## config.mk

```make
export PLATFORM = sky130hd
export DESIGN_NAME = mp_residual_bank
export DESIGN_NICKNAME = d
export VERILOG_FILES = /design/src/hdl/mp_fixed_pkg.sv /design/src/hdl/mp_stage_pkg.sv /design/src/hdl/mp_residual_bank.sv
export VERILOG_INCLUDE_DIRS = /design/src /design/src/hdl
export SDC_FILE = /design/constraint.sdc
export NUM_CORES = 1
export LEC_CHECK = 0
export ABC_CLOCK_PERIOD_IN_PS = 2650
export CAP_MARGIN = 20
export CELL_PAD_IN_SITES_DETAIL_PLACEMENT = 1
export CELL_PAD_IN_SITES_GLOBAL_PLACEMENT = 2
export CORE_UTILIZATION = 38
export DETAILED_ROUTE_END_ITERATION = 7
export DONT_BUFFER_PORTS = 1
export PLACE_DENSITY_LB_ADDON = 0.1
export RECOVER_POWER = 25
export SYNTH_ARGS = -nofsm -noshare
export SYNTH_HDL_FRONTEND = slang
export SYNTH_SLANG_ARGS = --single-unit
```

## constraint.sdc

```tcl
create_clock -name clock -period 2.65 [get_ports clock]
set_clock_uncertainty 0.15 [all_clocks]
set_input_delay 0.3975 -clock clock [delete_from_list [all_inputs] [get_ports clock]]
set_output_delay 0.3975 -clock clock [all_outputs]
set_load 0.03 [all_outputs]
```

## src/hdl/mp_config.svh

```systemverilog
`ifndef MP_CONFIG_SVH
`define MP_CONFIG_SVH

// signal length in samples
`define MP_M 4

// number of atoms in the dictionary
`define MP_N 8

// matching pursuit iterations per run
`define MP_K 2

// fraction bits of the fixed-point format
`define MP_Q 16

// width of one sample word
`define MP_SAMPLE_W 32

`endif

```

## src/hdl/mp_fixed_pkg.sv

```systemverilog
`include "mp_config.svh"

package mp_fixed_pkg;

    // signed fixed point, MP_Q fraction bits
    typedef logic signed [`MP_SAMPLE_W-1:0] sample_t;
    // full-precision products and sums
    typedef logic signed [2*`MP_SAMPLE_W-1:0] acc_t;

    typedef logic [$clog2(`MP_M)-1:0] elem_idx_t;
    typedef logic [$clog2(`MP_N)-1:0] atom_idx_t;
    typedef logic [$clog2(`MP_N*`MP_M)-1:0] dict_addr_t;
    typedef logic [$clog2(`MP_K+1)-1:0] iter_idx_t;

    // atom n, element i is stored at n*M+i
    function automatic dict_addr_t dict_addr(atom_idx_t atom, elem_idx_t elem);
        return dict_addr_t'(atom) * dict_addr_t'(`MP_M) + dict_addr_t'(elem);
    endfunction

    // drop the extra fraction bits of a product back to one sample
    function automatic sample_t fx_scale(acc_t value);
        return sample_t'(value >>> `MP_Q);
    endfunction

endpackage

```

## src/hdl/mp_stage_pkg.sv

```systemverilog
package mp_stage_pkg;

    import mp_fixed_pkg::*;

    // one inner product per atom, last marks the end of the sweep
    typedef struct packed {
        logic      valid;
        atom_idx_t atom;
        sample_t   value;
        logic      last;
    } product_t;

    // signed product of the winning atom
    typedef struct packed {
        logic      valid;
        atom_idx_t location;
        sample_t   value;
    } winner_t;

    typedef struct packed {
        logic      en;
        elem_idx_t addr;
        sample_t   data;
    } sample_wr_t;

    // address is wide enough for either bank
    typedef struct packed {
        logic       valid;
        dict_addr_t addr;
    } sample_rd_t;

    typedef enum logic {SEQ_IDLE, SEQ_RUN} seq_state_t;
    typedef enum logic [1:0] {CORR_IDLE, CORR_READ, CORR_DRAIN} corr_state_t;
    typedef enum logic [1:0] {UPD_IDLE, UPD_READ, UPD_FLUSH, UPD_FINISH} upd_state_t;

endpackage

```

## src/hdl/mp_residual_bank.sv

```systemverilog
`timescale 1ns/1ps
`include "mp_config.svh"

module mp_residual_bank
    import mp_fixed_pkg::*;
    import mp_stage_pkg::*;
(
    input  logic       clock,
    input  logic       reset_n,
    input  logic       busy,
    input  sample_wr_t host_wr,
    input  sample_wr_t upd_wr,
    input  sample_rd_t corr_rd,
    input  sample_rd_t upd_rd,
    output sample_t    rd_data
);

    sample_t    mem [`MP_M];
    sample_wr_t wr;
    sample_rd_t rd;

    // host loads y while idle, the updater owns the bank during a run
    always_comb begin
        wr = busy ? upd_wr : host_wr;
        rd = corr_rd.valid ? corr_rd : upd_rd;
    end

    always_ff @(posedge clock) begin
        if (wr.en) begin
            mem[wr.addr] <= wr.data;
        end
        if (!reset_n) begin
            rd_data <= '0;
        end else if (rd.valid) begin
            rd_data <= mem[elem_idx_t'(rd.addr)];
        end
    end

endmodule

```

==> run metrics <==
outcome finished, final reports clean; CP Capture Type flip-flop; CP max stage cell and2_2; Min-Delay Path Class input pin to flip-flop; Syn Area/Cell around 12 um2; clock buffer depth 2; Remaining Overflow, GRT 0; Max Slew Vio Count 0; Syn Nets between 600 and 700; clock root buffer clkbuf_16; # IOs between 100 and 150; area share of the largest cell type after synthesis a little over half; overall power 6.14 mW; clock sink total between 150 and 200; crit path kind input pin to flip-flop; count leader, synth nand2_1; critical path launch point type input pin; Worst EP required approximately 2.8 ns; vias in the first global route roughly 5000; first-pass GRT wire length 28100 um; Arr. time, crit path 1.63 ns; total CTS buffers 17; routability-driven placement congestion ratio ~0.68; Die Y between 100 and 150 um; Routed WL 18200 um; Nets 677; minimum clock period 1.52 ns; crit path cell chain and2_2 > a22o_1 > a22o_1 > a21oi_1; H-tree levels 4; Fin. Hold Viols 0; clock share of power about two fifths; gr usage total around 20%; WP buf/inv 0; Logic pwr share around 9.0%; final hold slack 0.109 ns; Internal around 4.7 mW; clk_lat worst skew 0.41 ns; Post-DP HPWL 10000 um; fin cells 838; delay-heaviest family, CP simple AND/OR/NAND/NOR gates; CTS resizes 0; Tcrit/Tclk final 57.2%; Synth cell types 27; area delta synth->final 10.5%; area post-placement around 7400 um2; worst slew pin tran slightly below 0.9 ns; Post-synth EDFFs around 130; post-route setup TNS 0 ns; pre-CTS setup slack between 0.6 and 0.7 ns; Psw 1.42 mW; Initial DRC Count about 210; number of routed nets with antenna violations 0; share of cells above drive strength 1 around a tenth; final setup margin 1.13 ns; Via density around 5.6; Worst path most repeated cell a22o_1; final core utilization a little over two fifths; synth cell count leaders 129 x nand2_1, 128 x edfxtp_1, 64 x a22o_1, 64 x nor2b_1, 33 x mux2_2; Core Footprint 18700 um2; register bit total from synthesis 160; drt first pass iters 6; largest cells by area after synthesis edfxtp_1 53%, dfxtp_1 8.8%, a22o_1 7.7%; CP peak stage delay between 0.7 and 0.8 ns; Worst-path clk slew 0.06 ns; initial antenna violation count 0; Antenna diodes 0; RSZ-0062 raised after global routing no; Worst Path Max Fanout 32; Vias roughly 4700; Finished Cell Area ~8000 um2; Die X between 100 and 150 um; static leakage between 2 and 3 nW; yosys warns 0; DRC Markers 0; CTS tree yes; Mapped Area between 7000 and 8000 um2; Initial Util 38.7%; ys async rst share 0%; Port Buffers 0; die area 19600 um2; Fillers between 1500 and 2000; relative slew slack 41.0%; Seq/Total Area, Yosys roughly 62%; wire per inst 21.8 um; Seq pwr share between 50% and 60%; Mapped Cells a little over 600; site row count 50; setup violators final 0; Cell Count Post-Placement ~810; PD cells 767 nW/um2; Main synth FF type edfxtp_1; Synth area leader edfxtp_1; largest net degree at the start of global routing 67; Net Sw Frac a little under a quarter; total of max-cap violations 0; VDD IR max between 0.4 and 0.5 mV; FMAX 660 MHz
## placed cells by master (no fill, tap or decap), types with 2 or more instances in the layout
master / instances
nand2_1: 129
edfxtp_1: 128
a22o_1: 64
nor2b_1: 64
o22ai_1: 32
o21ai_0: 32
a21oi_1: 32
dfxtp_1: 32
mux2_1: 21
clkbuf_16: 17
mux2_2: 12
buf_4: 6
nor2_4: 4
bufinv_16: 4
buf_12: 4
clkinvlp_4: 3
clkinv_1: 3
nor2_1: 2
or2_2: 2
clkbuf_1: 2
## kinds of logic after synthesis
logic type / after synthesis / synth area share, %
mux: 36 / 5.67
buf+inv: 50 / 4.27
compound gates: 162 / 15.1
flops: 160 / 61.9
simple gates: 204 / 13.0
## power groups by stage
stage,logic (mW),clock network [mW],registers (mW)
6_report,0.551,2.49,3.10
5_1_grt,0.612,2.66,3.11
4_1_cts,0.572,2.55,3.10
3_3_place_gp,0.537,0,3.14
2_1_floorplan,0.454,0,3.13
3_5_place_dp,0.557,0,3.15
## repair_timing
action / in CTS / in global routing
hold endpoints to repair: 32 / 0
hold buffers: 1 / 0
setup buffers: 0 / 0
## final timing paths
path | start | end | depth (start not counted) | slack [ns]
setup / recovery | corr_rd[1] | rd_data[17] | 4 | 1.13
hold / removal | host_wr[23] | mem[0][23] | 1 | 0.11
setup reg to reg | mem[3][0] | rd_data[0] | 4 | 1.41
hold reg to reg | mem[1][9] | rd_data[9] | 3 | 0.49
## routing by layer
metal / part of all wire (%) / track usage (%) / vias to the layer above
li1: - / - / 2195
met1: 43 / 22.7 / 2370
met2: 53 / 35.3 / 98
met3: 2.6 / 4.10 / 21
met4: 1.5 / 6.71 / 0
met5: 0 / 0 / -
## worst register-to-register path: stages, from the launching register on
cell and delay [ns]:
edfxtp_1 0.35, nand2_1 0.07, a22o_1 0.22, a22o_1 0.24
a21oi_1 0.15
## sequential cells by signal (all words and copies together) (netlist names)
signal	flops
mem	128
rd_data	32
## area by class of cell
type | instances | area (um2) | area share, %
inverters | 1 | 3.75 | 0.0469
repair buffers | 10 | 125 | 1.56
well taps | 234 | 293 | 3.66
multi-input cells | 402 | 2490 | 31.2
flip-flops and latches | 160 | 4480 | 56.0
clock buffers | 19 | 433 | 5.41
clock inverters | 12 | 168 | 2.10
Power figures use the tool's default switching activity.
