==> src/hdl/mp_config.svh <==
`ifndef MP_CONFIG_SVH
`define MP_CONFIG_SVH

// signal length in samples
`define MP_M 4

// number of atoms in the dictionary
`define MP_N 8

// matching pursuit iterations per run
`define MP_K 2

// fraction bits of the fixed-point format
`define MP_Q 16

// width of one sample word
`define MP_SAMPLE_W 32

`endif

==> src/hdl/mp_fixed_pkg.sv <==
`include "mp_config.svh"

package mp_fixed_pkg;

    // signed fixed point, MP_Q fraction bits
    typedef logic signed [`MP_SAMPLE_W-1:0] sample_t;
    // full-precision products and sums
    typedef logic signed [2*`MP_SAMPLE_W-1:0] acc_t;

    typedef logic [$clog2(`MP_M)-1:0] elem_idx_t;
    typedef logic [$clog2(`MP_N)-1:0] atom_idx_t;
    typedef logic [$clog2(`MP_N*`MP_M)-1:0] dict_addr_t;
    typedef logic [$clog2(`MP_K+1)-1:0] iter_idx_t;

    // atom n, element i is stored at n*M+i
    function automatic dict_addr_t dict_addr(atom_idx_t atom, elem_idx_t elem);
        return dict_addr_t'(atom) * dict_addr_t'(`MP_M) + dict_addr_t'(elem);
    endfunction

    // drop the extra fraction bits of a product back to one sample
    function automatic sample_t fx_scale(acc_t value);
        return sample_t'(value >>> `MP_Q);
    endfunction

endpackage

==> src/hdl/mp_stage_pkg.sv <==
package mp_stage_pkg;

    import mp_fixed_pkg::*;

    // one inner product per atom, last marks the end of the sweep
    typedef struct packed {
        logic      valid;
        atom_idx_t atom;
        sample_t   value;
        logic      last;
    } product_t;

    // signed product of the winning atom
    typedef struct packed {
        logic      valid;
        atom_idx_t location;
        sample_t   value;
    } winner_t;

    typedef struct packed {
        logic      en;
        elem_idx_t addr;
        sample_t   data;
    } sample_wr_t;

    // address is wide enough for either bank
    typedef struct packed {
        logic       valid;
        dict_addr_t addr;
    } sample_rd_t;

    typedef enum logic {SEQ_IDLE, SEQ_RUN} seq_state_t;
    typedef enum logic [1:0] {CORR_IDLE, CORR_READ, CORR_DRAIN} corr_state_t;
    typedef enum logic [1:0] {UPD_IDLE, UPD_READ, UPD_FLUSH, UPD_FINISH} upd_state_t;

endpackage

==> src/hdl/mp_dict_bank.sv <==
`timescale 1ns/1ps
`include "mp_config.svh"

module mp_dict_bank
    import mp_fixed_pkg::*;
    import mp_stage_pkg::*;
(
    input  logic       clock,
    input  logic       busy,
    input  logic       host_wr_en,
    input  dict_addr_t host_wr_addr,
    input  sample_t    host_wr_data,
    input  sample_rd_t corr_rd,
    input  sample_rd_t upd_rd,
    output sample_t    rd_data
);

    sample_t    mem [`MP_N * `MP_M];
    sample_rd_t rd;

    // correlator and updater never read at the same time
    assign rd = corr_rd.valid ? corr_rd : upd_rd;

    always_ff @(posedge clock) begin
        if (host_wr_en && !busy) begin
            mem[host_wr_addr] <= host_wr_data;
        end
        if (rd.valid) begin
            rd_data <= mem[rd.addr];
        end
    end

endmodule

==> config.mk <==
export PLATFORM = sky130hd
export DESIGN_NAME = mp_dict_bank
export DESIGN_NICKNAME = d
export VERILOG_FILES = /design/src/hdl/mp_fixed_pkg.sv /design/src/hdl/mp_stage_pkg.sv /design/src/hdl/mp_dict_bank.sv
export VERILOG_INCLUDE_DIRS = /design/src /design/src/hdl
export SDC_FILE = /design/constraint.sdc
export NUM_CORES = 1
export LEC_CHECK = 0
export BUFFER_PORTS_ARGS = -buffer_cell sky130_fd_sc_hd__buf_2
export CORE_ASPECT_RATIO = 1.75
export CORE_MARGIN = 4
export CORE_UTILIZATION = 50
export DETAILED_ROUTE_END_ITERATION = 10
export GPL_TIMING_DRIVEN = 0
export HOLD_SLACK_MARGIN = 0.12
export PLACE_DENSITY = 0.69
export SETUP_SLACK_MARGIN = 0.4
export SYNTH_ARGS = -nofsm -noshare
export SYNTH_HDL_FRONTEND = slang
export SYNTH_SLANG_ARGS = --single-unit
==> constraint.sdc <==
create_clock -name clock -period 3.9 [get_ports clock]
set_input_delay 0.39 -clock clock [delete_from_list [all_inputs] [get_ports clock]]
set_output_delay 0.39 -clock clock [all_outputs]
set_load 0.01 [all_outputs]
==> impl_metrics.toml <==
[drt]
wirelength_um = 118300
wl_met2_um = 61030
vias = 25199
highest_layer = "met5"
detail_route.iter0.violations = 2944
wl_met3_um = 8720
antenna_left = 0
vias_per_cell = 6.328
drc = 0
first_pass_iters = 5
routedWlPerCell_um = 29.70
met1_length_um = 39240

[layout]
final_cell_mix = "1056 x edfxtp_1, 300 x nand2_1, 265 x a21oi_1"
fillers = 6323
layout_commonest_cell = "edfxtp_1"
area_growth_pct = 13.60
final_nets = 2895
layout-drive-gt1-share_pct = 18.17

[min_path]
hp-class = "in2reg"

[critical_path]
critical_path_required_ns = 4.33
criticalPathCategory = "in2reg"
worst_path_max_delay_cell = "mux2i_1"
worstPathMaxFanout = 10
arrival_ns = 3.98
critPathTopFamily = "multiplexers"
critical_path.max_stage_delay_ns = 1.09
crit_path_start_kind = "primary input"
cp_cell_sequence = "buf_2 > buf_4 > buf_6 > mux2i_1 > nand2_1 > clkbuf_1 > o22ai_1 > nor3_1 > and3_1"
crit_buf_inv = 4
end_kind = "register"

[sta]
final-setup-viol-count = 0
worst_slew_pin_slew_ns = 1.355
finalCritPeriodShare_pct = 90.94
rsz0062_at_grt = "false"
finalHoldViolCount = 0
clock.fmax_mhz = 281.9
final_max_slew_viol_count = 0
skew_ns = 0.02278
min_period_ns = 3.547
relSlewSlack_pct = 7.075
whs_ns = 0.2786

[synthesis]
ys_seq_area_share_pct = 75.27
yosysWarningCount = 0
synth_fp_nets = 2691
avgSynthCellArea_sq_um = 15.96
synthDistinctLibCells = 48
ys_seq_elements = 1056
synth_edf_count = 1056
synth_ff_type = "edfxtp_1"
syn_inst = 2639
async_flop_share_pct = 0
syn-cell-area_sq_um = 42130

[floorplanning]
rows = 140
dieArea_sq_um = 89150
fp.dieW_um = 227.4
die_y_um = 392.0
ioPinCount = 84
initial_core_util_pct = 50.53
core-area_sq_um = 83380

[global_routing]
overflow = 0
grt_max_degree = 33
grt_pass1_wl_um = 170600
grt_pass1_vias = 25457
antenna_found_initial = 8
grt_use_total_pct = 26.63

[power_and_ir_drop]
switchingPower_mw = 5.447
p_sw_share_pct = 22.82
sequentialPowerShare_pct = 53.1
p_int_mw = 18.42
p_leak_nw = 15.48
pwr-share-comb_pct = 8.2
peakVddDrop_mv = 0.3124
clock_power_share_pct = 38.7
total_power_mw = 23.87
power_density_nw_per_um2 = 498.8

[clock_tree]
cts_hold_buf = 0
cts.clk_slew.worst_paths_ns = 0.07
clock-root-buffer = "clkbuf_16"
post-cts-setup-buffer-count = 0
cts_htree_levels = 3
clock_sinks = 1056
cts_resized = 0
clock_path_buffers = 3
cts_tree = "yes"
cts_buffers = 89
clock_latency_ns = 0.68

[run_status]
run_status = "finished, final reports clean"

[place]
dpl.hpwl_um = 83380
portBuffers = 81
place.gp.congestion = 0.9365

[flow_run]
cap_violations = 0
## per-layer routing
metal	track usage, %	vias up
met3	4.251	320
met4	17.36	6
met5	0	-
li1	-	10730
met2	46.11	1390
met1	30.46	12753
## cell type report
cell class / count / area (sq um) / area share, %
Buffer: 165 / 807.0 / 1.686
Inverter: 54 / 202.7 / 0.4235
Multi-Input combinational cell: 1364 / 9649 / 20.16
Clock inverter: 54 / 671.9 / 1.404
Antenna cell: 5 / 12.51 / 0.02614
Clock buffer: 106 / 2312 / 4.832
Sequential cell: 1056 / 31710 / 66.26
Timing Repair Buffer: 113 / 1159 / 2.421
Tap cell: 1065 / 1333 / 2.784
## path summary, 6_finish.rpt
| kind | startpoint | end | slack, ns | cells after the start |
|---|---|---|---|---|
| worst min register to register | mem[19][23] | rd_data[23] | 0.86 | 3 |
| worst max-delay path | corr_rd[5] | rd_data[23] | 0.35 | 9 |
| worst min-delay path | host_wr_data[0] | mem[12][0] | 0.28 | 1 |
| worst max register to register | mem[25][7] | rd_data[7] | 1.80 | 4 |
## sequential cells by signal (all words and copies together) (netlist names)
signal	flops
mem	1024
rd_data	32
## synth_stat cells (4+ instances only)
cell type,number,area [sq um]
nor2b_1,5,31.28
a41oi_1,4,35.03
buf_6,4,45.04
clkbuf_1,73,274.0
a22oi_1,16,120.1
and3_1,22,137.6
a21boi_0,12,90.09
buf_2,63,315.3
nand2b_1,4,25.02
nand3_1,137,685.7
o22ai_1,51,319.1
mux4_2,134,3018
o41ai_1,4,35.03
o311ai_0,19,166.4
nand3b_1,4,30.03
or3_1,9,56.30
or2_2,21,131.4
o221ai_1,21,183.9
nand2_1,300,1126
mux2i_1,7,70.07
buf_1,4,15.01
o21a_1,21,157.7
a21oi_1,265,1326
o211ai_1,35,262.8
nor3_1,21,105.1
o31a_1,5,43.79
inv_1,52,195.2
buf_4,21,157.7
a211oi_1,21,157.7
o31ai_1,7,52.55
or2_1,5,31.28
edfxtp_1,1056,31710
nor4_1,6,37.54
o21ai_0,54,270.3
nor2_1,136,510.5
## kinds of logic after synthesis
logic type,count (synthesis),synth area share (%)
compound gates,542,7.784
buf+inv,219,2.397
flops,1056,75.27
mux,147,7.549
simple gates,675,7.000
## stage by stage
stage | cell area [sq um] | setup TNS, ns | worst slack (ns) | util, % | instances
3_3_place_gp | 43870 | -362.06 | -0.7600 | 52.61 | 3785
5_1_grt | 47840 | 0 | 0.4990 | 57.38 | 3977
6_report | 47860 | 0 | 0.3532 | 57.40 | 3982
3_5_place_dp | 44860 | -1.552 | -0.1680 | 53.80 | 3817
4_1_cts | 47840 | 0 | 0.5398 | 57.38 | 3977
2_1_floorplan | 42130 | 0 | 0.9519 | - | 2639
## power groups by stage
stage / combinational, mW / sequential [mW] / clock, mW
6_report: 1.96 / 12.7 / 9.25
5_1_grt: 2.06 / 12.7 / 9.80
4_1_cts: 1.94 / 12.7 / 9.32
3_5_place_dp: 1.93 / 12.9 / 0
3_3_place_gp: 1.86 / 12.9 / 0
2_1_floorplan: 1.00 / 12.9 / 0
Power figures use the tool's default switching activity.
