===== src/hdl/mp_config.svh =====
`ifndef MP_CONFIG_SVH
`define MP_CONFIG_SVH

// signal length in samples
`define MP_M 4

// number of atoms in the dictionary
`define MP_N 8

// matching pursuit iterations per run
`define MP_K 2

// fraction bits of the fixed-point format
`define MP_Q 16

// width of one sample word
`define MP_SAMPLE_W 32

`endif


===== src/hdl/mp_fixed_pkg.sv =====
`include "mp_config.svh"

package mp_fixed_pkg;

    // signed fixed point, MP_Q fraction bits
    typedef logic signed [`MP_SAMPLE_W-1:0] sample_t;
    // full-precision products and sums
    typedef logic signed [2*`MP_SAMPLE_W-1:0] acc_t;

    typedef logic [$clog2(`MP_M)-1:0] elem_idx_t;
    typedef logic [$clog2(`MP_N)-1:0] atom_idx_t;
    typedef logic [$clog2(`MP_N*`MP_M)-1:0] dict_addr_t;
    typedef logic [$clog2(`MP_K+1)-1:0] iter_idx_t;

    // atom n, element i is stored at n*M+i
    function automatic dict_addr_t dict_addr(atom_idx_t atom, elem_idx_t elem);
        return dict_addr_t'(atom) * dict_addr_t'(`MP_M) + dict_addr_t'(elem);
    endfunction

    // drop the extra fraction bits of a product back to one sample
    function automatic sample_t fx_scale(acc_t value);
        return sample_t'(value >>> `MP_Q);
    endfunction

endpackage


===== src/hdl/mp_stage_pkg.sv =====
package mp_stage_pkg;

    import mp_fixed_pkg::*;

    // one inner product per atom, last marks the end of the sweep
    typedef struct packed {
        logic      valid;
        atom_idx_t atom;
        sample_t   value;
        logic      last;
    } product_t;

    // signed product of the winning atom
    typedef struct packed {
        logic      valid;
        atom_idx_t location;
        sample_t   value;
    } winner_t;

    typedef struct packed {
        logic      en;
        elem_idx_t addr;
        sample_t   data;
    } sample_wr_t;

    // address is wide enough for either bank
    typedef struct packed {
        logic       valid;
        dict_addr_t addr;
    } sample_rd_t;

    typedef enum logic {SEQ_IDLE, SEQ_RUN} seq_state_t;
    typedef enum logic [1:0] {CORR_IDLE, CORR_READ, CORR_DRAIN} corr_state_t;
    typedef enum logic [1:0] {UPD_IDLE, UPD_READ, UPD_FLUSH, UPD_FINISH} upd_state_t;

endpackage


===== src/hdl/mp_argmax.sv =====
`timescale 1ns/1ps

module mp_argmax
    import mp_fixed_pkg::*;
    import mp_stage_pkg::*;
(
    input  logic     clock,
    input  logic     reset_n,
    input  product_t product,
    output winner_t  winner
);

    sample_t   best_mag;
    sample_t   best_val;
    atom_idx_t best_loc;
    sample_t   cur_mag;
    logic      take;

    // magnitudes compare unsigned, so the most negative value still ranks highest
    // strict compare keeps the lower index on a tie
    always_comb begin
        cur_mag = (product.value < 0) ? -product.value : product.value;
        take    = $unsigned(cur_mag) > $unsigned(best_mag);
    end

    always_ff @(posedge clock) begin
        if (!reset_n) begin
            winner.valid <= 1'b0;
            best_mag     <= '0;
            best_val     <= '0;
            best_loc     <= '0;
        end else begin
            winner.valid <= 1'b0;
            if (product.valid) begin
                if (product.last) begin
                    winner.valid    <= 1'b1;
                    winner.location <= take ? product.atom : best_loc;
                    winner.value    <= take ? product.value : best_val;
                    // start clean for the next sweep
                    best_mag        <= '0;
                    best_val        <= '0;
                    best_loc        <= '0;
                end else if (take) begin
                    best_mag <= cur_mag;
                    best_val <= product.value;
                    best_loc <= product.atom;
                end
            end
        end
    end

endmodule


===== config.mk =====
export PLATFORM = sky130hd
export DESIGN_NAME = mp_argmax
export DESIGN_NICKNAME = d
export VERILOG_FILES = /design/src/hdl/mp_fixed_pkg.sv /design/src/hdl/mp_stage_pkg.sv /design/src/hdl/mp_argmax.sv
export VERILOG_INCLUDE_DIRS = /design/src /design/src/hdl
export SDC_FILE = /design/constraint.sdc
export NUM_CORES = 1
export LEC_CHECK = 0
export CAP_MARGIN = 10
export CORE_MARGIN = 5
export CORE_UTILIZATION = 70
export CTS_BUF_LIST = sky130_fd_sc_hd__clkbuf_4
export DETAILED_ROUTE_END_ITERATION = 8
export DONT_BUFFER_PORTS = 1
export GPL_TIMING_DRIVEN = 0
export PLACE_DENSITY = 0.86
export SYNTH_ARGS = -nofsm -noshare
export SYNTH_HDL_FRONTEND = slang
export SYNTH_SLANG_ARGS = --single-unit

===== constraint.sdc =====
create_clock -name clock -period 5.9 [get_ports clock]
set_input_delay 0.59 -clock clock [delete_from_list [all_inputs] [get_ports clock]]
set_output_delay 0.59 -clock clock [all_outputs]
set_load 0.05 [all_outputs]

==> results by group <==
Logic synthesis
  – Post-Synthesis Cell Area: 5086 um2
  – Top cells by instance count after synthesis: 68 x dfxtp_1, 67 x a22o_1, 35 x edfxtp_1, 35 x inv_1, 35 x mux2_2
  – Ys flop type: dfxtp_1
  – Yosys Warn Count: 0
  – Mean Syn Cell Area: 11.69 um2
  – Cell variety after synth: 46
  – EDFF count, synth: 35
  – FFs w/ async S/R, synth: 0%
  – Seq/Total Area, Yosys: 47.43%
  – Yosys reg bits: 103
  – Synth Instances: 435
  – Synth top area cells: dfxtp_1 27%, edfxtp_1 21%, a22o_1 12%, ha_1 8.1%, mux2_2 7.7%
  – Post-synth top area share: 26.77%
  – Largest area contributor in the netlist: dfxtp_1
  – Mapped Nets: 507
  – Most frequent cell after synthesis: dfxtp_1

Global route
  – GRT Total Usage: 23.96%
  – First-pass GRT wire length: 16.66 mm
  – Total grt overflow: 0
  – Largest net degree at the start of global routing: 36
  – Initial antenna violation count: 0
  – Vias in the first global route: 3473

Route
  – DRC: 0
  – DRT iter0 DRCs: 150
  – DR vias: 3419
  – DRT Wirelength: 10.32 mm
  – ANT nets after route: 0
  – Post-DR vias/cell: 6.216
  – Drt pass-1 iters: 4
  – DR WL/cell: 18.76 um

Clock network
  – Clock tree buffer depth: 2
  – Sink Count: 103
  – Hold buffer count at cts: 0
  – Clock H-tree levels: 3
  – Insertion delay to the later sink of the worst-skew pair: 0.46 ns
  – Cts repair resizes: 0
  – Clock root cell: clkbuf_4
  – Clock slew at reported path FFs: 0.16 ns
  – TritonCTS Buffers: 9
  – CTS tree: yes
  – Setup bufs post-CTS: 0

Power
  – Sequential power share: 58.2%
  – PwrDens: 267.4 nW/um2
  – Cell leakage power: 0.001952 uW
  – Pint: 999.1 uW
  – Switching share of total power: 29.92%
  – Total power draw: 1426 uW
  – Comb pwr share: 18.4%
  – Sw Pwr: 426.6 uW
  – Worst vdd ir: 0.0001564 V
  – Clock power share: 23.4%

STA
  – Final number of hold-violating endpoints: 0
  – Setup TNS Final: 0 ns
  – Skew final: 0.01479 ns
  – Final Slew Violations: 0
  – Tmin final: 4.296 ns
  – Fin crit share: 72.81%
  – Worst Tran Pin Value: 0.8469 ns
  – Fmax: 232.8 MHz
  – Finish-stage setup viols: 0
  – RSZ-0062 raised after global routing: false
  – Worst slew margin: 43.54%
  – Worst hold slack: 0.2340 ns

Final layout
  – Syn-to-layout area delta: 4.846%
  – Share of layout cells above drive strength 1: 18.85%
  – # fillers: 491
  – Register Area: 2412 um2
  – Inserted Diodes: 0
  – Final net count: 518
  – Non-Filler Instances: 550
  – Area of the multi-input gates: 2426 um2

Die
  – Initial Utilization: 70.88%
  – Area of the core: 7176 um2
  – Ports: 75
  – Num rows: 31
  – Die H: 95.24 um
  – Full die area: 9071 um2
  – Die Width: 95.24 um

Worst setup path
  – Worst-path maximum fanout: 10
  – Setup crit end kind: flip-flop
  – Worst Path Buf+Inv: 2
  – Worst path slowest cell: nor4_1
  – Required @ worst endpoint: 6.13 ns
  – CP peak stage delay: 0.49 ns
  – CP Launch Type: input pin
  – Crit path cell chain: inv_1 -> ha_1 -> or3b_4 -> nor4_2 -> nand4_1 -> o21ai_0 -> xnor2_1 -> ha_1 -> nand4_1 -> nor4_1 -> nand2_1 -> o21ai_2 -> buf_4 -> mux2_2
  – Arrival time worst endpoint: 4.52 ns
  – CP Class: in2reg
  – Delay-heaviest family, CP: simple AND/OR/NAND/NOR gates

Flow run
  – Max-cap violation count: 0

Placed design
  – Routability cong.: 0.8823
  – Final HPWL DP: 7.487 mm
  – Placed Cells: 534
  – IO buf count: 0

Worst hold path
  – Tightest Hold Check Type: in2reg

Status
  – Status: complete, no violations
layout make-up:
type                            instances  share of cell area (%)
Multi-Input combinational cell        275                   45.50
Sequential cell                       103                   45.24
Inverter                               35                   2.464
Tap cell                               99                   2.323
Buffer                                 22                   2.206
Clock buffer                           10                   1.408
Clock inverter                          6                  0.8681
through the flow:
stage	instance area (um2)	util (%)	setup slack (ns)
global route	5333	74.32	1.397
global placement	5210	72.61	1.245
CTS	5333	74.32	1.633
floorplan	5086	-	1.806
finish	5333	74.32	1.604
detailed placement	5211	72.62	1.172
cell usage in the layout, fill, tap and decap left out, drive strengths merged, types with 9 or more instances in the layout:
cell    instances
a21oi          14
a22o           67
buf            15
clkbuf         17
dfxtp          68
edfxtp         35
ha             33
inv            37
mux2           35
nand2          17
nand4          11
o21ai          14
o31ai           9
xnor2          28
power by group through the flow:
stage | logic, uW | registers, uW | clock network (uW)
after floorplan | 209 | 840 | 0
after global placement | 249 | 844 | 0
after detailed placement | 262 | 845 | 0
after CTS | 263 | 830 | 338
after global routing | 289 | 834 | 368
final | 263 | 830 | 333
worst paths after layout:
check                             from                         to  slack, ns  cells past startpoint
max                         product[1]       winner[24]$_DFFE_PP_       1.60                     14
min                        product[33]   best_loc[0]$_SDFFE_PN0P_       0.23                      1
max reg2reg  best_mag[14]$_SDFFE_PN0P_       winner[24]$_DFFE_PP_       2.86                      9
min reg2reg  best_val[13]$_SDFFE_PN0P_  best_val[13]$_SDFFE_PN0P_       0.49                      1
kinds of logic after synthesis:
kind of cell / count (synthesis) / share of synthesized area (%)
compound gates: 120 / 19.29
xor+xnor: 29 / 4.994
fa+ha+maj: 33 / 8.118
buf+inv: 57 / 4.895
flops: 103 / 47.43
mux: 35 / 7.749
simple gates: 58 / 7.528
routing by layer:
metal	vias to the layer above	routed length (um)	GRT usage (%)
met5	-	0	0
met4	0	130	7.933
met3	10	546	6.630
met2	77	5183	40.17
met1	1668	4459	29.82
li1	1664	-	-
sequential cells by signal, summed over array words and instances, names as in the netlist:
register	flops
best_val	32
best_loc	3
best_mag	32
winner	36
(Power assumes the default switching activity.)
