File: src/hdl/mp_config.svh
`ifndef MP_CONFIG_SVH
`define MP_CONFIG_SVH

// signal length in samples
`define MP_M 4

// number of atoms in the dictionary
`define MP_N 8

// matching pursuit iterations per run
`define MP_K 2

// fraction bits of the fixed-point format
`define MP_Q 16

// width of one sample word
`define MP_SAMPLE_W 32

`endif

File: src/hdl/mp_fixed_pkg.sv
`include "mp_config.svh"

package mp_fixed_pkg;

    // signed fixed point, MP_Q fraction bits
    typedef logic signed [`MP_SAMPLE_W-1:0] sample_t;
    // full-precision products and sums
    typedef logic signed [2*`MP_SAMPLE_W-1:0] acc_t;

    typedef logic [$clog2(`MP_M)-1:0] elem_idx_t;
    typedef logic [$clog2(`MP_N)-1:0] atom_idx_t;
    typedef logic [$clog2(`MP_N*`MP_M)-1:0] dict_addr_t;
    typedef logic [$clog2(`MP_K+1)-1:0] iter_idx_t;

    // atom n, element i is stored at n*M+i
    function automatic dict_addr_t dict_addr(atom_idx_t atom, elem_idx_t elem);
        return dict_addr_t'(atom) * dict_addr_t'(`MP_M) + dict_addr_t'(elem);
    endfunction

    // drop the extra fraction bits of a product back to one sample
    function automatic sample_t fx_scale(acc_t value);
        return sample_t'(value >>> `MP_Q);
    endfunction

endpackage

File: src/hdl/mp_stage_pkg.sv
package mp_stage_pkg;

    import mp_fixed_pkg::*;

    // one inner product per atom, last marks the end of the sweep
    typedef struct packed {
        logic      valid;
        atom_idx_t atom;
        sample_t   value;
        logic      last;
    } product_t;

    // signed product of the winning atom
    typedef struct packed {
        logic      valid;
        atom_idx_t location;
        sample_t   value;
    } winner_t;

    typedef struct packed {
        logic      en;
        elem_idx_t addr;
        sample_t   data;
    } sample_wr_t;

    // address is wide enough for either bank
    typedef struct packed {
        logic       valid;
        dict_addr_t addr;
    } sample_rd_t;

    typedef enum logic {SEQ_IDLE, SEQ_RUN} seq_state_t;
    typedef enum logic [1:0] {CORR_IDLE, CORR_READ, CORR_DRAIN} corr_state_t;
    typedef enum logic [1:0] {UPD_IDLE, UPD_READ, UPD_FLUSH, UPD_FINISH} upd_state_t;

endpackage

File: src/hdl/mp_correlator.sv
`timescale 1ns/1ps
`include "mp_config.svh"

module mp_correlator
    import mp_fixed_pkg::*;
    import mp_stage_pkg::*;
(
    input  logic       clock,
    input  logic       reset_n,
    input  logic       iter_start,
    output sample_rd_t res_rd,
    output sample_rd_t dict_rd,
    input  sample_t    res_data,
    input  sample_t    dict_data,
    output product_t   product
);

    corr_state_t state;
    atom_idx_t   atom;
    elem_idx_t   elem;
    acc_t        acc;
    acc_t        term;
    logic        data_ok;

    // bank data is one cycle behind the request
    assign term = acc_t'(res_data) * acc_t'(dict_data);

    always_comb begin
        res_rd.valid  = (state == CORR_READ);
        res_rd.addr   = dict_addr_t'(elem);
        dict_rd.valid = (state == CORR_READ);
        dict_rd.addr  = dict_addr(atom, elem);
    end

    // per atom: M read cycles, then one drain cycle for the last pair
    always_ff @(posedge clock) begin
        if (!reset_n) begin
            state         <= CORR_IDLE;
            atom          <= '0;
            elem          <= '0;
            acc           <= '0;
            data_ok       <= 1'b0;
            product.valid <= 1'b0;
            product.last  <= 1'b0;
        end else begin
            data_ok       <= (state == CORR_READ);
            product.valid <= 1'b0;
            product.last  <= 1'b0;
            case (state)
                CORR_IDLE: begin
                    if (iter_start) begin
                        state <= CORR_READ;
                        atom  <= '0;
                        elem  <= '0;
                        acc   <= '0;
                    end
                end
                CORR_READ: begin
                    if (data_ok) begin
                        acc <= acc + term;
                    end
                    if (elem == elem_idx_t'(`MP_M - 1)) begin
                        state <= CORR_DRAIN;
                        elem  <= '0;
                    end else begin
                        elem <= elem + elem_idx_t'(1);
                    end
                end
                CORR_DRAIN: begin
                    product.valid <= 1'b1;
                    product.atom  <= atom;
                    product.value <= fx_scale(acc + term);
                    product.last  <= (atom == atom_idx_t'(`MP_N - 1));
                    acc           <= '0;
                    if (atom == atom_idx_t'(`MP_N - 1)) begin
                        state <= CORR_IDLE;
                    end else begin
                        atom  <= atom + atom_idx_t'(1);
                        state <= CORR_READ;
                    end
                end
                default: begin
                    state <= CORR_IDLE;
                end
            endcase
        end
    end

endmodule

File: config.mk
export PLATFORM = sky130hd
export DESIGN_NAME = mp_correlator
export DESIGN_NICKNAME = d
export VERILOG_FILES = /design/src/hdl/mp_fixed_pkg.sv /design/src/hdl/mp_stage_pkg.sv /design/src/hdl/mp_correlator.sv
export VERILOG_INCLUDE_DIRS = /design/src /design/src/hdl
export SDC_FILE = /design/constraint.sdc
export NUM_CORES = 2
export LEC_CHECK = 0
export ABC_AREA = 1
export BUFFER_PORTS_ARGS = -buffer_cell sky130_fd_sc_hd__buf_2
export CAP_MARGIN = 20
export CELL_PAD_IN_SITES_DETAIL_PLACEMENT = 1
export CELL_PAD_IN_SITES_GLOBAL_PLACEMENT = 1
export CORE_MARGIN = 4
export CORE_UTILIZATION = 33
export CTS_BUF_LIST = sky130_fd_sc_hd__clkbuf_16
export DETAILED_ROUTE_END_ITERATION = 8
export GPL_TIMING_DRIVEN = 0
export PLACE_DENSITY = 0.55
export SLEW_MARGIN = 40
export SYNTH_ARGS = -nofsm -noshare
export SYNTH_HDL_FRONTEND = slang
export SYNTH_SLANG_ARGS = --single-unit
File: constraint.sdc
create_clock -name clock -period 10.3 [get_ports clock]
set_input_delay 2.06 -clock clock [delete_from_list [all_inputs] [get_ports clock]]
set_output_delay 2.06 -clock clock [all_outputs]
set_load 0.05 [all_outputs]
==> impl_metrics.tcl <==
set metrics [dict create \
    grt_max_degree 19 \
    finClkSkew_ns 0.0162 \
    h-tree-depth 3 \
    final_nets 5666 \
    path_max_fanout 10 \
    insertion_delay_ns 0.37 \
    ios 116 \
    fin_setup_tns_ns 0 \
    grt_overflow_total 0 \
    post_dp_cell_area_mm2 0.0381 \
    r2r-start "acc[18]$_SDFFE_PN0P_" \
    worstSetupEndpointType "register" \
    drt-initial-drc-count 1716 \
    top_usage_layer "met2" \
    gp_congestion 0.908 \
    synth_area_per_cell_um2 8.12 \
    clk_pin_slew_worst_paths_ns 0.07 \
    die_w_um 337 \
    crit_path_top_delay_cell "buf_1" \
    met1_usage 0.376 \
    ys_ff_latch 93 \
    cp.buffers_inverters 9 \
    track_usage 0.260 \
    drv_cap 0 \
    initial_core_util 0.333 \
    root_buffer "clkbuf_16" \
    fin_area_mm2 0.0384 \
    critPathMaxStageDelay_ns 0.70 \
    holdPathStages 2 \
    die_h_um 337 \
    drt_wl_total_um 144000 \
    drive_gt1_frac 0.0643 \
    dieArea_mm2 0.114 \
    yosysSeqAreaShare 0.0619 \
    yosysUniqueCellTypes 50 \
    ctsLongestPathBuffers 2 \
    critPathTopFamily "adder cells" \
    wl_per_cell_um 24.3 \
    synthesis.instances 4400 \
    rr_endpoint "acc[31]$_SDFFE_PN0P_" \
    postCtsHoldBufs 0 \
    criticalPathCategory "in2reg" \
    slew_headroom 0.378 \
    viasPerCell 4.69 \
    hold_viol_final 0 \
    cp_common_cell "fa_1" \
    cts_tree "yes" \
    start_kind "input port" \
    rsz0062_at_grt "false" \
    fmax_mhz 102 \
    r2r_cells 26 \
    post-place-ws_ns -0.322 \
    synth_flop_cell "dfxtp_1" \
    holdPathEnd "acc[35]$_SDFFE_PN0P_" \
    r2r_slack_ns 2.89 \
    fin_cells 5919 \
    synth_edf_count 35 \
    drtAntennaViolNets 0 \
    arrival_ns 10.14 \
    final.fill_count 13100 \
    first_global_vias 30700 \
    grt_pass1_wl_um 212000 \
    status "finished clean" \
    row_count 120 \
    hpwlAfterDp_um 129000 \
    finalSetupViolCount 0 \
    ys_warn_count 0 \
    placed_cells 5900 \
    synth_area_mm2 0.0357 \
    crit_required_ns 10.59 \
    drv_slew 0 \
    io_buffers 94 \
    area_delta_synth_final_pct 7.43 \
    met2_usage 0.429 \
    min_period_over_period 0.956 \
    antenna_found_initial 7 \
    hold_class "reg2reg" \
    async_flop_share 0 \
    tritoncts_num_sinks 93 \
    fin_crit_ns 9.85 \
    setup_slack_ns 0.451 \
    tightestPinTransition_ns 0.932 \
    vias 27800 \
    cts_buffers 9 \
    drc 0 \
    use_met3 0.0282 \
    hp-start "acc[35]$_SDFFE_PN0P_" \
    dr.pass1.iters 5 \
    core_mm2 0.107 \
]
## timing repair
| item | CTS | global route |
|---|---|---|
| gates resized for setup | 0 | 4 |
| setup buffers | 0 | 0 |
| setup endpoints to repair | 0 | 13 |
| endpoints found under the hold margin | 0 | 0 |
## logic make-up after synthesis
logic type | Yosys count | synth area share
xor+xnor | 39 | 0.0106
flops | 93 | 0.0619
other cells | 1 | 0.000105
compound gates | 210 | 0.0337
buf+inv | 1626 | 0.172
simple gates | 1340 | 0.149
fa+ha+maj | 1091 | 0.572
## registers in the layout, indices dropped and copies added (netlist names)
name     flops
product     37
elem         2
data_ok      1
atom         3
acc         48
state        2
## placed cells by master (no fill, tap or decap), drive strengths merged
cell type,instances
a211oi,4
a21o,9
a21oi,120
a31o,1
a31oi,8
a32o,1
and2,6
and3,3
buf,135
clkbuf,168
clkinv,4
conb,3
dfxtp,58
diode,3
edfxtp,35
fa,904
ha,187
inv,1430
nand2,1161
nand3,57
nand3b,5
nand4,3
nor2,87
nor3,7
nor4,2
o211ai,2
o21a,6
o21ai,50
o21bai,8
o22ai,1
or2,9
xnor2,11
xor2,28
## synth_stat cells (3+ instances only)
cell,count,area [um2]
o21ai_0,42,210
a211oi_1,4,30.0
nand3b_1,5,37.5
nor2_2,16,100
nor3_1,7,35.0
o21a_1,6,45.0
inv_2,8,30.0
buf_1,16,60.1
xor2_1,23,201
a21oi_1,113,566
a21o_1,9,67.6
or2_1,3,18.8
clkbuf_1,157,589
fa_1,904,18100
nand3_2,3,30.0
and2_1,5,31.3
xor2_2,5,81.3
o21ai_1,6,30.0
edfxtp_1,35,1050
buf_2,19,95.1
a31oi_1,8,50.1
a21oi_2,5,43.8
or2_2,6,37.5
buf_4,6,45.0
nor2_1,71,267
nand2_1,1142,4290
xnor2_1,11,96.3
o21bai_1,6,45.0
ha_1,187,2340
and3_1,3,18.8
inv_1,1418,5320
nand4_1,3,18.8
dfxtp_1,58,1160
nand2_2,18,113
nand3_1,54,270
## worst min-delay path, stage by stage (launching register included)
cell and delay (ns):
dfxtp_1 0.31, nand2_1 0.06, a21oi_1 0.05
## layer usage
layer / up-vias / share of wire / routed length [um]
li1: 12400 / - / -
met3: 100 / 0.052 / 7430
met4: 0 / 0.018 / 2570
met2: 632 / 0.47 / 66900
met5: - / 0 / 0
met1: 14700 / 0.47 / 66900
## worst max-delay path by stage
stage	start	end	slack (ns)	depth (start not counted)
after floorplan	res_data[31]	product[30]$_DFFE_PP_	1.36	22
after global routing	res_data[18]	acc[31]$_SDFFE_PN0P_	0.04	27
after detailed placement	res_data[18]	acc[31]$_SDFFE_PN0P_	-0.32	27
final	dict_data[19]	acc[29]$_SDFFE_PN0P_	0.45	27
after global placement	dict_data[19]	acc[29]$_SDFFE_PN0P_	-0.39	27
after CTS	res_data[18]	acc[31]$_SDFFE_PN0P_	0.04	27
## final cells by class
cell class | instances | area (um2) | area share
diodes | 3 | 7.51 | 0.000196
plain buffers | 199 | 897 | 0.0234
clock buffers | 9 | 225 | 0.00587
clock inverters | 7 | 65.1 | 0.00170
inverters | 1427 | 5360 | 0.140
multi-input cells | 2683 | 27400 | 0.713
flip-flops and latches | 93 | 2210 | 0.0577
well taps | 1403 | 1760 | 0.0458
repair buffers | 95 | 485 | 0.0127
## stage by stage
step	utilization	hold WS (ns)
after floorplan	-	0.445
after global placement	0.354	0.455
after detailed placement	0.355	0.456
after CTS	0.358	0.468
after global routing	0.358	0.486
final	0.358	0.469
Power is left out: the tool's default activity adds up to more than one toggle a clock period on the data nets, which glitch-free logic cannot reach.
