**src/hdl/mp_config.svh**
```systemverilog
`ifndef MP_CONFIG_SVH
`define MP_CONFIG_SVH

// signal length in samples
`define MP_M 4

// number of atoms in the dictionary
`define MP_N 8

// matching pursuit iterations per run
`define MP_K 2

// fraction bits of the fixed-point format
`define MP_Q 16

// width of one sample word
`define MP_SAMPLE_W 32

`endif

```
**src/hdl/mp_fixed_pkg.sv**
```systemverilog
`include "mp_config.svh"

package mp_fixed_pkg;

    // signed fixed point, MP_Q fraction bits
    typedef logic signed [`MP_SAMPLE_W-1:0] sample_t;
    // full-precision products and sums
    typedef logic signed [2*`MP_SAMPLE_W-1:0] acc_t;

    typedef logic [$clog2(`MP_M)-1:0] elem_idx_t;
    typedef logic [$clog2(`MP_N)-1:0] atom_idx_t;
    typedef logic [$clog2(`MP_N*`MP_M)-1:0] dict_addr_t;
    typedef logic [$clog2(`MP_K+1)-1:0] iter_idx_t;

    // atom n, element i is stored at n*M+i
    function automatic dict_addr_t dict_addr(atom_idx_t atom, elem_idx_t elem);
        return dict_addr_t'(atom) * dict_addr_t'(`MP_M) + dict_addr_t'(elem);
    endfunction

    // drop the extra fraction bits of a product back to one sample
    function automatic sample_t fx_scale(acc_t value);
        return sample_t'(value >>> `MP_Q);
    endfunction

endpackage

```
**src/hdl/mp_stage_pkg.sv**
```systemverilog
package mp_stage_pkg;

    import mp_fixed_pkg::*;

    // one inner product per atom, last marks the end of the sweep
    typedef struct packed {
        logic      valid;
        atom_idx_t atom;
        sample_t   value;
        logic      last;
    } product_t;

    // signed product of the winning atom
    typedef struct packed {
        logic      valid;
        atom_idx_t location;
        sample_t   value;
    } winner_t;

    typedef struct packed {
        logic      en;
        elem_idx_t addr;
        sample_t   data;
    } sample_wr_t;

    // address is wide enough for either bank
    typedef struct packed {
        logic       valid;
        dict_addr_t addr;
    } sample_rd_t;

    typedef enum logic {SEQ_IDLE, SEQ_RUN} seq_state_t;
    typedef enum logic [1:0] {CORR_IDLE, CORR_READ, CORR_DRAIN} corr_state_t;
    typedef enum logic [1:0] {UPD_IDLE, UPD_READ, UPD_FLUSH, UPD_FINISH} upd_state_t;

endpackage

```
**src/hdl/mp_updater.sv**
```systemverilog
`timescale 1ns/1ps
`include "mp_config.svh"

module mp_updater
    import mp_fixed_pkg::*;
    import mp_stage_pkg::*;
(
    input  logic       clock,
    input  logic       reset_n,
    input  logic       start,
    input  logic       busy,
    input  winner_t    winner,
    output sample_rd_t res_rd,
    output sample_rd_t dict_rd,
    input  sample_t    res_data,
    input  sample_t    dict_data,
    output sample_wr_t res_wr,
    output logic       iter_done,
    input  atom_idx_t  x_rd_addr,
    output sample_t    x_rd_data
);

    sample_t    x_mem [`MP_N];
    upd_state_t state;
    elem_idx_t  elem;
    elem_idx_t  elem_d;
    logic       data_ok;
    atom_idx_t  loc;
    sample_t    coef;
    sample_t    scaled;

    // winning product times the atom element
    assign scaled = fx_scale(acc_t'(coef) * acc_t'(dict_data));

    always_comb begin
        res_rd.valid  = (state == UPD_READ);
        res_rd.addr   = dict_addr_t'(elem);
        dict_rd.valid = (state == UPD_READ);
        dict_rd.addr  = dict_addr(loc, elem);
    end

    // solution vector, cleared on an accepted start
    always_ff @(posedge clock) begin
        if (start && !busy) begin
            for (int i = 0; i < `MP_N; i++) begin
                x_mem[i] <= '0;
            end
        end else if (winner.valid) begin
            x_mem[winner.location] <= x_mem[winner.location] + winner.value;
        end
        x_rd_data <= x_mem[x_rd_addr];
    end

    // read r[i] and atom[i], write back r[i] - coef*atom[i] two cycles later
    always_ff @(posedge clock) begin
        if (!reset_n) begin
            state     <= UPD_IDLE;
            elem      <= '0;
            data_ok   <= 1'b0;
            res_wr.en <= 1'b0;
            iter_done <= 1'b0;
        end else begin
            iter_done   <= 1'b0;
            data_ok     <= (state == UPD_READ);
            elem_d      <= elem;
            res_wr.en   <= data_ok;
            res_wr.addr <= elem_d;
            res_wr.data <= res_data - scaled;
            case (state)
                UPD_IDLE: begin
                    if (winner.valid) begin
                        loc   <= winner.location;
                        coef  <= winner.value;
                        elem  <= '0;
                        state <= UPD_READ;
                    end
                end
                UPD_READ: begin
                    if (elem == elem_idx_t'(`MP_M - 1)) begin
                        state <= UPD_FLUSH;
                    end else begin
                        elem <= elem + elem_idx_t'(1);
                    end
                end
                // last pair arrives here
                UPD_FLUSH: state <= UPD_FINISH;
                // last write is on the bank port now
                UPD_FINISH: begin
                    iter_done <= 1'b1;
                    state     <= UPD_IDLE;
                end
                default: state <= UPD_IDLE;
            endcase
        end
    end

endmodule

```
**config.mk**
```make
export PLATFORM = sky130hd
export DESIGN_NAME = mp_updater
export DESIGN_NICKNAME = d
export VERILOG_FILES = /design/src/hdl/mp_fixed_pkg.sv /design/src/hdl/mp_stage_pkg.sv /design/src/hdl/mp_updater.sv
export VERILOG_INCLUDE_DIRS = /design/src /design/src/hdl
export SDC_FILE = /design/constraint.sdc
export NUM_CORES = 2
export LEC_CHECK = 0
export ABC_AREA = 1
export BUFFER_PORTS_ARGS = -buffer_cell sky130_fd_sc_hd__buf_2
export CAP_MARGIN = 20
export CORE_MARGIN = 1.5
export CORE_UTILIZATION = 50
export CTS_CLUSTER_SIZE = 8
export DETAILED_ROUTE_END_ITERATION = 8
export GPL_TIMING_DRIVEN = 1
export PLACE_DENSITY = 0.67
export SYNTH_ARGS = -nofsm -noshare
export SYNTH_HDL_FRONTEND = slang
export SYNTH_SLANG_ARGS = --single-unit
export TNS_END_PERCENT = 50
```
**constraint.sdc**
```tcl
create_clock -name clock -period 9 [get_ports clock]
set_input_delay 0.9 -clock clock [delete_from_list [all_inputs] [get_ports clock]]
set_output_delay 0.9 -clock clock [all_outputs]
set_load 0.005 [all_outputs]
```
==> flow_metrics.tcl <==
set metrics [dict create \
    netlist_instances 5927 \
    postRouteAntennaNets 0 \
    maxCapViolCount 0 \
    max-slew-margin-rel_pct 23.9 \
    gp_congestion 0.996 \
    synthSimpleGateAreaFrac_pct 15.3 \
    die_area_mm2 0.101 \
    synth_compound_area_share_pct 7.77 \
    syn_area_mm2 0.0494 \
    core_area_mm2 0.0981 \
    synth_edf_count 327 \
    num_rows 115 \
    r2r_start "coef[13]$_DFFE_PP_" \
    postSynthAreaPerCell_um2 8.34 \
    area.growth.synth_to_final_pct 13.5 \
    setup_ws_ns 0.298 \
    yosys.area_share.adder_pct 39.9 \
    startpoint_type "flip-flop" \
    worst_path_max_delay_cell "fa_1" \
    layout-drive-gt1-share_pct 11.4 \
    synth_top_family_by_area "adder cells" \
    min_path_type "reg2reg" \
    cp_common_cell "fa_1" \
    ys_warn_count 0 \
    synthMuxAreaShare_pct 0 \
    start_util_pct 50.3 \
    finalCritPeriodShare_pct 96.7 \
    crit_family "adder cells" \
    tightest_slew_ns 1.14 \
    synthFlopType "edfxtp_1" \
    dp_hpwl_mm 117 \
    outcome "finished clean" \
    ff2ff_setup_slack_ns 0.30 \
    hold_viol 0 \
    synth-seq-cells 366 \
    synthXorXnorAreaFrac_pct 1.69 \
    grt_usage_pct 30.7 \
    synthArstFlopShare_pct 0 \
    grt_pass1_wl_mm 236 \
    wirelength_mm 150 \
    drc 0 \
    port_buffers 183 \
    max_stage_delay_ns 0.59 \
    finalSetupViolCount 0 \
    cts-hold-fix-buffers 0 \
    first_pass_iters 6 \
    design.final.nets 7485 \
    reg2reg_depth 32 \
    cts_root_buffer "clkbuf_16" \
    die_y_um 317 \
    htreeDepth 2 \
    crit_fanout 32 \
    clk_pin_slew_ns 0.06 \
    cts_max_path_buffers 3 \
    fmax_ghz 0.115 \
    antenna_found_initial 7 \
    finalCriticalPeriod_ns 8.70 \
    seq_area_frac_synth_pct 21.5 \
    grt_overflow_total 0 \
    worstReg2RegEnd "res_wr[27]$_DFFE_PP_" \
    grt_max_degree 80 \
    drt_iter0_markers 3491 \
    cp.arrival_ns 9.05 \
    post-place-ws_ns -0.334 \
    wire_per_inst_um 19.6 \
    nFillCells 8916 \
    num_io_pins 187 \
    clk_latency_ns 0.59 \
    clock-sinks 366 \
    synth_cell_types 53 \
    hold-path-cell-count 2 \
    numCtsBuffers 51 \
    vias 40700 \
    min-delay-start "data_ok$_SDFF_PN0_" \
    finalClockSkew_ns 0.0280 \
    crit_type "reg2reg" \
    cp.buffers_inverters 10 \
    maxSlewViolCount 0 \
    viasPerCell 5.33 \
    grt_pass1_vias 42600 \
    cts_tree "yes" \
    fp.dieW_um 317 \
    cp-end-kind "flip-flop" \
    crit_required_ns 9.34 \
    hold_path_end "res_wr[34]$_SDFF_PN0_" \
]
[worst max-delay path by stage]
stage,start,to,slack [ns],cells past startpoint
CTS,dict_data[8],res_wr[21]$_DFFE_PP_,0.21,38
detailed placement,dict_data[8],res_wr[21]$_DFFE_PP_,-0.33,38
global route,dict_data[8],res_wr[31]$_DFFE_PP_,-0.03,39
floorplan,dict_data[23],res_wr[30]$_DFFE_PP_,0.75,36
global placement,dict_data[8],res_wr[27]$_DFFE_PP_,-0.27,38
finish,coef[13]$_DFFE_PP_,res_wr[27]$_DFFE_PP_,0.30,32
[repair_timing]
| item | CTS | global route |
|---|---|---|
| buffers inserted | 0 | 12 |
| endpoints found under the hold margin | 0 | 0 |
| resized for setup | 0 | 32 |
| setup endpoints to repair | 0 | 15 |
[cell usage in the layout, fill, tap and decap left out, types with 45 or more instances in the layout]
| cell type | n |
|---|---|
| inv_1 | 1545 |
| nand2_1 | 1312 |
| fa_1 | 838 |
| nor2_1 | 471 |
| buf_4 | 384 |
| edfxtp_1 | 327 |
| ha_1 | 229 |
| o21ai_0 | 202 |
| buf_2 | 178 |
| a21oi_1 | 171 |
| nand3_1 | 71 |
| clkbuf_16 | 51 |
| xor2_1 | 45 |
[through the flow]
stage	area, um2	hold WS [ns]	TNS (ns)	utilization [%]	instances
after global routing	56100	0.437	-0.0354	57.2	7643
after detailed placement	54300	0.414	-3.35	55.4	7529
after floorplan	49400	0.390	0	-	5929
final	56100	0.426	0	57.2	7643
after CTS	55800	0.426	0	56.9	7624
after global placement	54300	0.396	-2.34	55.4	7529
[worst min-delay path, delay by kind of cell (launching register included)]
| family | cells | cell delay, ns |
|---|---|---|
| buffers and inverters | 1 | 0.04 |
| flip-flops | 1 | 0.31 |
| AND/OR/NAND/NOR | 1 | 0.05 |
[Yosys cell counts, types with 9 or more instances]
| library cell | count | area share (%) |
|---|---|---|
| a21o_1 | 18 | 0.27 |
| a21oi_1 | 178 | 1.8 |
| a221oi_1 | 43 | 0.76 |
| a22oi_1 | 29 | 0.44 |
| a31oi_1 | 43 | 0.54 |
| buf_1 | 22 | 0.17 |
| clkbuf_1 | 242 | 1.8 |
| dfxtp_1 | 39 | 1.6 |
| edfxtp_1 | 327 | 20 |
| fa_1 | 840 | 34 |
| ha_1 | 230 | 5.8 |
| inv_1 | 1546 | 12 |
| nand2_1 | 1314 | 10 |
| nand3_1 | 71 | 0.72 |
| nand4_1 | 20 | 0.25 |
| nor2_1 | 471 | 3.6 |
| nor3_1 | 22 | 0.22 |
| o2111ai_1 | 19 | 0.34 |
| o211ai_1 | 17 | 0.26 |
| o21ai_0 | 208 | 2.1 |
| o21bai_1 | 15 | 0.23 |
| o22ai_1 | 20 | 0.25 |
| o2bb2ai_1 | 9 | 0.16 |
| or2_2 | 10 | 0.13 |
| xnor2_1 | 37 | 0.66 |
| xor2_1 | 46 | 0.82 |
[state kept, by name, indices dropped and copies added (netlist names)]
name / count
x_rd_data: 32
res_wr: 35
x_mem: 256
data_ok: 1
elem: 2
loc: 3
state: 2
iter_done: 1
coef: 32
elem_d: 2
[area by class of cell]
class                           instances  area, um2  area share [%]
Clock buffer                           93       1430            2.56
Clock inverter                          2       32.5          0.0580
Antenna cell                            6       15.0          0.0268
Tap cell                             1287       1610            2.87
Inverter                             1551       5820            10.4
Sequential cell                       366      10600            18.9
Timing Repair Buffer                  604       4540            8.10
Multi-Input combinational cell       3734      32000            57.1
[cells by family after synthesis]
group                    after synthesis
XOR/XNOR                              89
adder cells (fa/ha/maj)             1070
AND/OR/NAND/NOR                     1934
flip-flops                           366
AO/OA/AOI/OAI                        638
other                                  1
buffers and inverters               1829
[per-layer routing]
| layer | global-route usage (%) | wire length, um | vias up |
|---|---|---|---|
| li1 | - | - | 18500 |
| met1 | 38.7 | 57200 | 20100 |
| met2 | 52.9 | 74400 | 1769 |
| met3 | 3.59 | 11000 | 407 |
| met4 | 14.1 | 7580 | 0 |
| met5 | 0 | 0 | - |
Power is left out: the tool's default activity adds up to more than one toggle a clock period on the data nets, which glitch-free logic cannot reach.
